===== config.mk =====
export PLATFORM = sky130hd
export DESIGN_NAME = awsf1_stat_top
export DESIGN_NICKNAME = d
export VERILOG_FILES = /design/src/verilog/awsf1_stat_pkg.sv /design/src/verilog/awsf1_sync_pkg.sv /design/src/verilog/awsf1_rst_sync.sv /design/src/verilog/awsf1_stat_pipe.sv /design/src/verilog/awsf1_stat_regs.sv /design/src/verilog/awsf1_stat_top.sv
export SDC_FILE = /design/constraint.sdc
export NUM_CORES = 2
export LEC_CHECK = 0
export ABC_CLOCK_PERIOD_IN_PS = 10000
export BUFFER_PORTS_ARGS = -buffer_cell sky130_fd_sc_hd__buf_2
export CAP_MARGIN = 5
export CORE_AREA = 2 2 467 469
export CTS_CLUSTER_SIZE = 12
export DETAILED_ROUTE_END_ITERATION = 7
export DIE_AREA = 0 0 469 471
export HOLD_SLACK_MARGIN = 0.03
export PLACE_DENSITY = 0.73
export SYNTH_ARGS = -nofsm -noshare
export SYNTH_HDL_FRONTEND = slang
export SYNTH_SLANG_ARGS = --single-unit
export TNS_END_PERCENT = 5

===== constraint.sdc =====
create_clock -name clk_main_a0 -period 10 [get_ports clk_main_a0]
set_input_delay 2 -clock clk_main_a0 [delete_from_list [all_inputs] [get_ports clk_main_a0]]
set_output_delay 2 -clock clk_main_a0 [all_outputs]
set_load 0.03 [all_outputs]

===== src/verilog/awsf1_stat_pkg.sv =====
`default_nettype none

package awsf1_stat_pkg;

   // -------------------------------------------------------------------------
   // Stat bus widths
   // -------------------------------------------------------------------------

   localparam int STAT_ADDR_W = 8;
   localparam int STAT_DATA_W = 32;

   // Independent stat channels to the memory side
   localparam int NUM_STAT_CH = 3;

   // -------------------------------------------------------------------------
   // Stand-in register bank
   // -------------------------------------------------------------------------

   // Words per bank, picked by the low address bits
   localparam int STAT_REG_DEPTH = 16;
   localparam int STAT_IDX_W     = 4;

   // -------------------------------------------------------------------------
   // Bus payloads
   // -------------------------------------------------------------------------

   // Request toward the memory side, one-cycle wr or rd strobe
   typedef struct packed {
      logic                   wr;
      logic                   rd;
      logic [STAT_ADDR_W-1:0] addr;
      logic [STAT_DATA_W-1:0] wdata;
   } stat_req_t;

   // Response back, ack pulses once per request
   typedef struct packed {
      logic                   ack;
      logic [STAT_DATA_W-1:0] rdata;
   } stat_rsp_t;

endpackage

`default_nettype wire


===== src/verilog/awsf1_sync_pkg.sv =====
`default_nettype none

package awsf1_sync_pkg;

   // -------------------------------------------------------------------------
   // Pipe stage counts
   // -------------------------------------------------------------------------

   // Register stages on each stat pipe, request and response alike
   localparam int NUM_CFG_STGS_CL_DDR_ATG = 8;

   // Extra delay before the memory side leaves reset
   localparam int RST_SLC_STAGES = 4;

endpackage

`default_nettype wire


===== src/verilog/awsf1_rst_sync.sv =====
`default_nettype none

module awsf1_rst_sync (
   input  logic clk_main_a0,
   input  logic pipe_rst_n,
   output logic sync_rst_n,
   output logic sh_ddr_sync_rst_n
);

   logic                                      pre_sync_rst_n;
   logic [awsf1_sync_pkg::RST_SLC_STAGES-1:0] slc_rst_q;

   // Two-flop step, drops together with pipe_rst_n
   always_ff @(posedge clk_main_a0)
   begin
      if (!pipe_rst_n)
      begin
         pre_sync_rst_n <= 1'b0;
         sync_rst_n     <= 1'b0;
      end
      else
      begin
         pre_sync_rst_n <= 1'b1;
         sync_rst_n     <= pre_sync_rst_n;
      end
   end

   // Memory-side release trails sync_rst_n by RST_SLC_STAGES cycles
   always_ff @(posedge clk_main_a0)
   begin
      if (!pipe_rst_n)
      begin
         slc_rst_q <= '0;
      end
      else
      begin
         slc_rst_q <= {slc_rst_q[awsf1_sync_pkg::RST_SLC_STAGES-2:0], sync_rst_n};
      end
   end

   assign sh_ddr_sync_rst_n = slc_rst_q[awsf1_sync_pkg::RST_SLC_STAGES-1];

endmodule

`default_nettype wire


===== src/verilog/awsf1_stat_pipe.sv =====
`default_nettype none

module awsf1_stat_pipe #(
   parameter int WIDTH  = 42,
   parameter int STAGES = 8
) (
   input  logic             clk_main_a0,
   input  logic             rst_n,
   input  logic [WIDTH-1:0] in_bus,
   output logic [WIDTH-1:0] out_bus
);

   logic [WIDTH-1:0] stage_q [STAGES];

   // Shift one stage per cycle, no stall
   always_ff @(posedge clk_main_a0)
   begin
      if (!rst_n)
      begin
         for (int i = 0; i < STAGES; i++)
         begin
            stage_q[i] <= '0;
         end
      end
      else
      begin
         stage_q[0] <= in_bus;
         for (int i = 1; i < STAGES; i++)
         begin
            stage_q[i] <= stage_q[i-1];
         end
      end
   end

   assign out_bus = stage_q[STAGES-1];

endmodule

`default_nettype wire


===== src/verilog/awsf1_stat_regs.sv =====
`default_nettype none

module awsf1_stat_regs (
   input  logic                      clk_main_a0,
   input  logic                      rst_n,
   input  awsf1_stat_pkg::stat_req_t req,
   output awsf1_stat_pkg::stat_rsp_t rsp
);

   logic [awsf1_stat_pkg::STAT_DATA_W-1:0] bank_q [awsf1_stat_pkg::STAT_REG_DEPTH];
   logic [awsf1_stat_pkg::STAT_IDX_W-1:0]  idx;

   // Upper address bits alias onto the same word
   assign idx = req.addr[awsf1_stat_pkg::STAT_IDX_W-1:0];

   // -------------------------------------------------------------------------
   // Word storage
   // -------------------------------------------------------------------------

   always_ff @(posedge clk_main_a0)
   begin
      if (!rst_n)
      begin
         for (int i = 0; i < awsf1_stat_pkg::STAT_REG_DEPTH; i++)
         begin
            bank_q[i] <= '0;
         end
      end
      else if (req.wr)
      begin
         bank_q[idx] <= req.wdata;
      end
   end

   // -------------------------------------------------------------------------
   // Response, one cycle after the request
   // -------------------------------------------------------------------------

   always_ff @(posedge clk_main_a0)
   begin
      if (!rst_n)
      begin
         rsp <= '0;
      end
      else if (req.wr)
      begin
         // Write ack carries no data
         rsp.ack   <= 1'b1;
         rsp.rdata <= '0;
      end
      else if (req.rd)
      begin
         rsp.ack   <= 1'b1;
         rsp.rdata <= bank_q[idx];
      end
      else
      begin
         rsp <= '0;
      end
   end

endmodule

`default_nettype wire


===== src/verilog/awsf1_stat_top.sv =====
`default_nettype none

module awsf1_stat_top (
   input  logic                                                          clk_main_a0,
   input  logic                                                          pipe_rst_n,
   input  awsf1_stat_pkg::stat_req_t [awsf1_stat_pkg::NUM_STAT_CH-1:0] stat_req,
   output awsf1_stat_pkg::stat_rsp_t [awsf1_stat_pkg::NUM_STAT_CH-1:0] stat_rsp
);

   logic sync_rst_n;
   logic sh_ddr_sync_rst_n;

   // -------------------------------------------------------------------------
   // Reset chain
   // -------------------------------------------------------------------------

   awsf1_rst_sync u_rst_sync (
      .clk_main_a0       (clk_main_a0),
      .pipe_rst_n        (pipe_rst_n),
      .sync_rst_n        (sync_rst_n),
      .sh_ddr_sync_rst_n (sh_ddr_sync_rst_n)
   );

   // -------------------------------------------------------------------------
   // Per-channel stat path
   // -------------------------------------------------------------------------

   genvar ch;

   for (ch = 0; ch < awsf1_stat_pkg::NUM_STAT_CH; ch++)
   begin : g_ch
      awsf1_stat_pkg::stat_req_t req_q;
      awsf1_stat_pkg::stat_rsp_t rsp_d;

      // Request toward the bank
      awsf1_stat_pipe #(
         .WIDTH  ($bits(awsf1_stat_pkg::stat_req_t)),
         .STAGES (awsf1_sync_pkg::NUM_CFG_STGS_CL_DDR_ATG)
      ) u_req_pipe (
         .clk_main_a0 (clk_main_a0),
         .rst_n       (sync_rst_n),
         .in_bus      (stat_req[ch]),
         .out_bus     (req_q)
      );

      // Stands in for the memory controller's stat port
      awsf1_stat_regs u_stat_regs (
         .clk_main_a0 (clk_main_a0),
         .rst_n       (sh_ddr_sync_rst_n),
         .req         (req_q),
         .rsp         (rsp_d)
      );

      // Ack and read data back out
      awsf1_stat_pipe #(
         .WIDTH  ($bits(awsf1_stat_pkg::stat_rsp_t)),
         .STAGES (awsf1_sync_pkg::NUM_CFG_STGS_CL_DDR_ATG)
      ) u_rsp_pipe (
         .clk_main_a0 (clk_main_a0),
         .rst_n       (sync_rst_n),
         .in_bus      (rsp_d),
         .out_bus     (stat_rsp[ch])
      );
   end

endmodule

`default_nettype wire


## Yosys cells after proc, flatten, opt, wreduce, memory -nomap -nowiden

Memories as Yosys holds them, arrays and structs flattened.
Index checks and enable logic that the tools add are counted.

| cells by class | value |
|---|---|
| multiplexer cells | 76 |
| bitwise gates (word level) | 52 |
| reductions and logical operators | 6 |

Operators with widths:

| operator | count |
|---|---|
| 42-bit 2-to-1 mux | 24 |
| 33-bit 2-to-1 mux | 30 |
| 32-bit 2-to-1 mux | 3 |
| 32-bit OR reduction | 3 |
| 1-bit OR | 48 |
| 1-bit 2-to-1 mux | 16 |
| 4-bit 2-to-1 mux | 3 |
| 3-bit OR reduction | 3 |
| 1-bit NOT | 4 |

| storage, ports and cells | value |
|---|---|
| output and inout port bits | 99 |
| flip-flop bits (word level) | 105 |
| word-level logic and storage cells | 152 |
| memory bits (writable) | 3336 |
| memories kept | 9 |

Memory list:

| memory | words | width | read ports | clocked after memory_dff | write ports | line | source |
|---|---|---|---|---|---|---|---|
| g_ch[0].u_stat_regs.bank_q | 16 | 32 | 1 | 0 | 16 | awsf1_stat_regs.sv:10 | `logic [awsf1_stat_pkg::STAT_DATA_W-1:0] bank_q [awsf1_stat_pkg::STAT_REG_DEPTH];` |
| g_ch[1].u_stat_regs.bank_q | 16 | 32 | 1 | 0 | 16 | awsf1_stat_regs.sv:10 |  |
| g_ch[2].u_stat_regs.bank_q | 16 | 32 | 1 | 0 | 16 | awsf1_stat_regs.sv:10 |  |
| g_ch[0].u_req_pipe.stage_q | 8 | 42 | 8 | 0 | 8 | awsf1_stat_pipe.sv:13 | `logic [WIDTH-1:0] stage_q [STAGES];` |
| g_ch[1].u_req_pipe.stage_q | 8 | 42 | 8 | 0 | 8 | awsf1_stat_pipe.sv:13 |  |
| g_ch[2].u_req_pipe.stage_q | 8 | 42 | 8 | 0 | 8 | awsf1_stat_pipe.sv:13 |  |
| +3 memories | n/a | n/a | n/a | n/a | n/a | n/a |  |

## Logic depth before layout (Yosys ltp)

| logic depth | value |
|---|---|
| depth after elaboration | 5 |
| depth in mapped cells | 7 |
| gate-level depth less buffers | 3 |

## Cells and area by module

Synthesis repeated with hierarchy kept, for this count alone.

| unflattened totals | value |
|---|---|
| cells, all modules | 8624 |
| area total of the unflattened synthesis | 122308.6 um2 |

Modules (own cells, without submodules):

| module | seq. area each (um2) | area an instance (um2) | cells an instance | times used |
|---|---|---|---|---|
| awsf1_stat_regs | 16035.4 | 24013.0 | 1530 | 3 |
| awsf1_stat_pipe (g_ch[0].u_req_pipe ...) | 6726.5 | 9371.5 | 751 | 3 |
| awsf1_stat_pipe (g_ch[0].u_rsp_pipe ...) | 5285.1 | 7334.5 | 590 | 3 |
| awsf1_rst_sync | 120.1 | 151.4 | 11 | 1 |

## Worst setup path before layout

Ideal clock, no wire load.

| timing path | value |
|---|---|
| kind | flip-flop to flip-flop |
| start point | reg u_rst_sync.slc_rst_q[3] in the netlist's numbering |
| end point | mem g_ch[0].u_stat_regs.bank_q[1][0] in the netlist's numbering, enable pin |
| arrival | 3.132 ns |
| clock period less this slack | 3.597 ns |
| data required time | 9.534 ns |
| stages on the path, launching flop included | 4 |
| path buffers | 1 |
| path slack | 6.403 ns |
| path through | dfxtp_1 > buf_4 > nand4bb_1 > o21ai_0 |

RTL lines:

| what | line | source |
|---|---|---|
| from (decl) | awsf1_rst_sync.sv:11 | `logic [awsf1_sync_pkg::RST_SLC_STAGES-1:0] slc_rst_q;` |
| from (signal assigned) | awsf1_rst_sync.sv:37 | `slc_rst_q <= {slc_rst_q[awsf1_sync_pkg::RST_SLC_STAGES-2:0], sync_rst_n};` |
| to (decl) | awsf1_stat_regs.sv:10 |  |

==> results_dict.tcl <==
set metrics [dict create \
    routed_wirelength_um 235500 \
    synth_common_cells "3246 x and2_1, 1809 x dfxtp_1, 1536 x edfxtp_1" \
    drt-met1-wl_um 95750 \
    track_usage 0.2130 \
    rsz0062_at_grt "no" \
    worst_slack_ps 5389 \
    synth_edf_count 1536 \
    cts_buffer_depth 4 \
    top_layer_used "met4" \
    required_ps 10590 \
    ys_types 33 \
    synth-warning-count 0 \
    ir_worst_vdd_uv 188.1 \
    crit_start "g_ch[1].u_req_pipe.stage_q[1][158]" \
    worst_path_most_repeated_cell "buf_4" \
    final_nets 8328 \
    crit_path_start_kind "flop" \
    critPathKind "flop to flop" \
    clkTransAtPathRegs_ps 60 \
    final_util 0.6069 \
    finalCritPeriodShare 0.4611 \
    clock_skew_ps 83.12 \
    route.detailed.drc 0 \
    cp_slowest_stage_delay_ps 1000 \
    postLayoutCellArea_sq_um 131100 \
    cts-resized-gates 0 \
    holdCritPathClass "flop to flop" \
    min_period_ps 4611 \
    r2r_start "g_ch[1].u_req_pipe.stage_q[1][158]" \
    area_growth_pct 11.01 \
    wl_met2_um 114900 \
    hold_viol_final 0 \
    timing.setup.tns_ps 0 \
    synthTopCellsByArea "edfxtp_1 39%, dfxtp_1 31%, and2_1 17%, mux4_2 7.3%, clkbuf_1 1.5%" \
    p_leak_uw 0.05210 \
    synthFlopType "dfxtp_1" \
    placementRows 171 \
    crit_fanout 47 \
    via_per_inst 5.354 \
    synth_top_area_cell "edfxtp_1" \
    initial_core_util 0.5467 \
    drive_above_1_share 0.1478 \
    arrival_ps 5200 \
    grt_max_degree 334 \
    clock_sinks 3345 \
    slowest_stage "dfxtp_4" \
    setup_violations 0 \
    root_buffer "clkbuf_16" \
    place_hpwl_um 126300 \
    wl_met3_um 17920 \
    power.density_nw_per_um2 199.9 \
    synthCells 8218 \
    wl_per_cell_um 20.87 \
    postSynth.asyncResetShare 0 \
    grt_pass1_vias 60790 \
    first_iter_violations 5044 \
    ctsHoldBuffers 0 \
    fp.coreArea_sq_um 216100 \
    postSynthAreaPerCell_sq_um 14.38 \
    clkLatencyLatePin_ps 930 \
    pin_count 227 \
    cts_tree "built" \
    dieHeight_um 471 \
    cts_buffers 349 \
    ys_seq_area_frac 0.6970 \
    yosysMostFrequentCell "and2_1" \
    ys_ff_latch 3345 \
    grt_pass1_wl_um 359200 \
    slew_viol_final 0 \
    drt-pass1-iter-count 5 \
    tightest_slew_ps 1340 \
    pre_cts_ws_ps 5337 \
    cap_violations 0 \
    status "finished, final reports clean" \
    dieArea_sq_um 220900 \
    hp-start "g_ch[0].u_rsp_pipe.stage_q[0][125]" \
    syn-cell-area_sq_um 118100 \
    grt-ovfl-total 0 \
    synth_top_area_frac 0.3904 \
    antenna_found_initial 11 \
    timing.hold.ws_ps 365.2 \
    postPlaceCellArea_sq_um 120800 \
    numPortBuffers 214 \
    cp_num_buf_inv 3 \
    path_cells "buf_4 -> nand4_2 -> nor3_4 -> buf_4 -> nand2b_1 -> buf_4" \
    setup.reg_to_reg.worst_slack_ps 5390 \
    cts-htree-levels 5 \
    clock.fmax_mhz 216.9 \
    worstSetupEndpointType "flop" \
    via_count 60424 \
    syn_nets 8346 \
    maxSlewHeadroom 0.1037 \
    final_antenna_net_count 0 \
    fp.dieW_um 469 \
    gp_congestion 0.7693 \
    cts_setup_buffers 0 \
    cp_top_family "buffers and inverters" \
]
## placed cells by master (no fill, tap or decap), types with 3 or more instances in the layout
cell type / instances
nand2_1: 3
clkbuf_1: 147
mux4_2: 384
o21ai_2: 36
nand4_2: 3
dfxtp_4: 10
clkinv_8: 4
inv_6: 7
clkbuf_16: 354
nand4b_2: 5
nor3_4: 11
nand3b_1: 32
o211ai_1: 64
buf_2: 214
nor2_1: 12
edfxtp_1: 1536
clkbuf_4: 5
and2_1: 3245
clkinv_1: 3
dfxtp_1: 1799
buf_12: 4
mux2i_1: 64
nand2b_1: 18
clkbuf_8: 37
clkinv_2: 19
o21a_1: 3
nor2b_4: 3
nand3_1: 224
nand4_1: 32
nor2_4: 25
buf_4: 106
## registers in the layout, indices dropped and copies added (netlist names)
name and cells:
g_ch.u_stat_regs.bank_q 1536, g_ch.u_req_pipe.stage_q 912, g_ch.u_rsp_pipe.stage_q 792, g_ch.u_stat_regs.rsp 99
u_rst_sync.slc_rst_q 4, u_rst_sync.pre_sync_rst_n 1, u_rst_sync.sync_rst_n 1
## cell type report
type	count	area [sq um]
clock buffer	544	9962
fill	16076	84950
timing repair buffer	327	2017
clock inverter	37	309.0
antenna	1	2.502
tap	2854	3571
sequential	3345	82380
multi-input combinational	4177	32910
## path summary, 6_finish.rpt
kind / cells after the start / end
hold reg to reg: 1 / g_ch[0].u_rsp_pipe.stage_q[1][26]
setup reg to reg: 6 / g_ch[1].u_stat_regs.bank_q[3][8]
setup / recovery: 6 / g_ch[1].u_stat_regs.bank_q[3][8]
hold / removal: 1 / g_ch[0].u_rsp_pipe.stage_q[1][26]
## worst reg2reg max path, stage by stage, from the launching register on
cell and delay, ps:
dfxtp_4 1000, buf_4 860, nand4_2 580, nor3_4 260, buf_4 390, nand2b_1 710
buf_4 460
## where the power goes
group	internal, uW	switching (uW)
clock	6840	4870
sequential	14300	25.9
combinational	62.2	127
total	21200	5030
## routing by layer
layer,vias up,GRT usage
li1,27651,-
met5,-,0
met4,0,0.06884
met3,516,0.03571
met1,30086,0.2871
met2,2171,0.3524
## per-stage QoR
step,power [uW],cells
2_1_floorplan,14720,8218
3_3_place_gp,14790,10700
3_5_place_dp,14800,10700
4_1_cts,26450,11281
5_1_grt,27010,11285
6_report,26220,11285
## cells by family (layout without fill, tap and decap cells)
logic type      count (synthesis)  count (layout)  share of synthesized area
buf+inv                       696             908                    0.02812
simple gates                 3626            3626                     0.1905
other cells                     0               1                          0
compound gates                103             103                   0.005783
flops                        3345            3345                     0.6970
mux                           448             448                    0.07863
No activity file was read; power rests on OpenSTA's default activity.
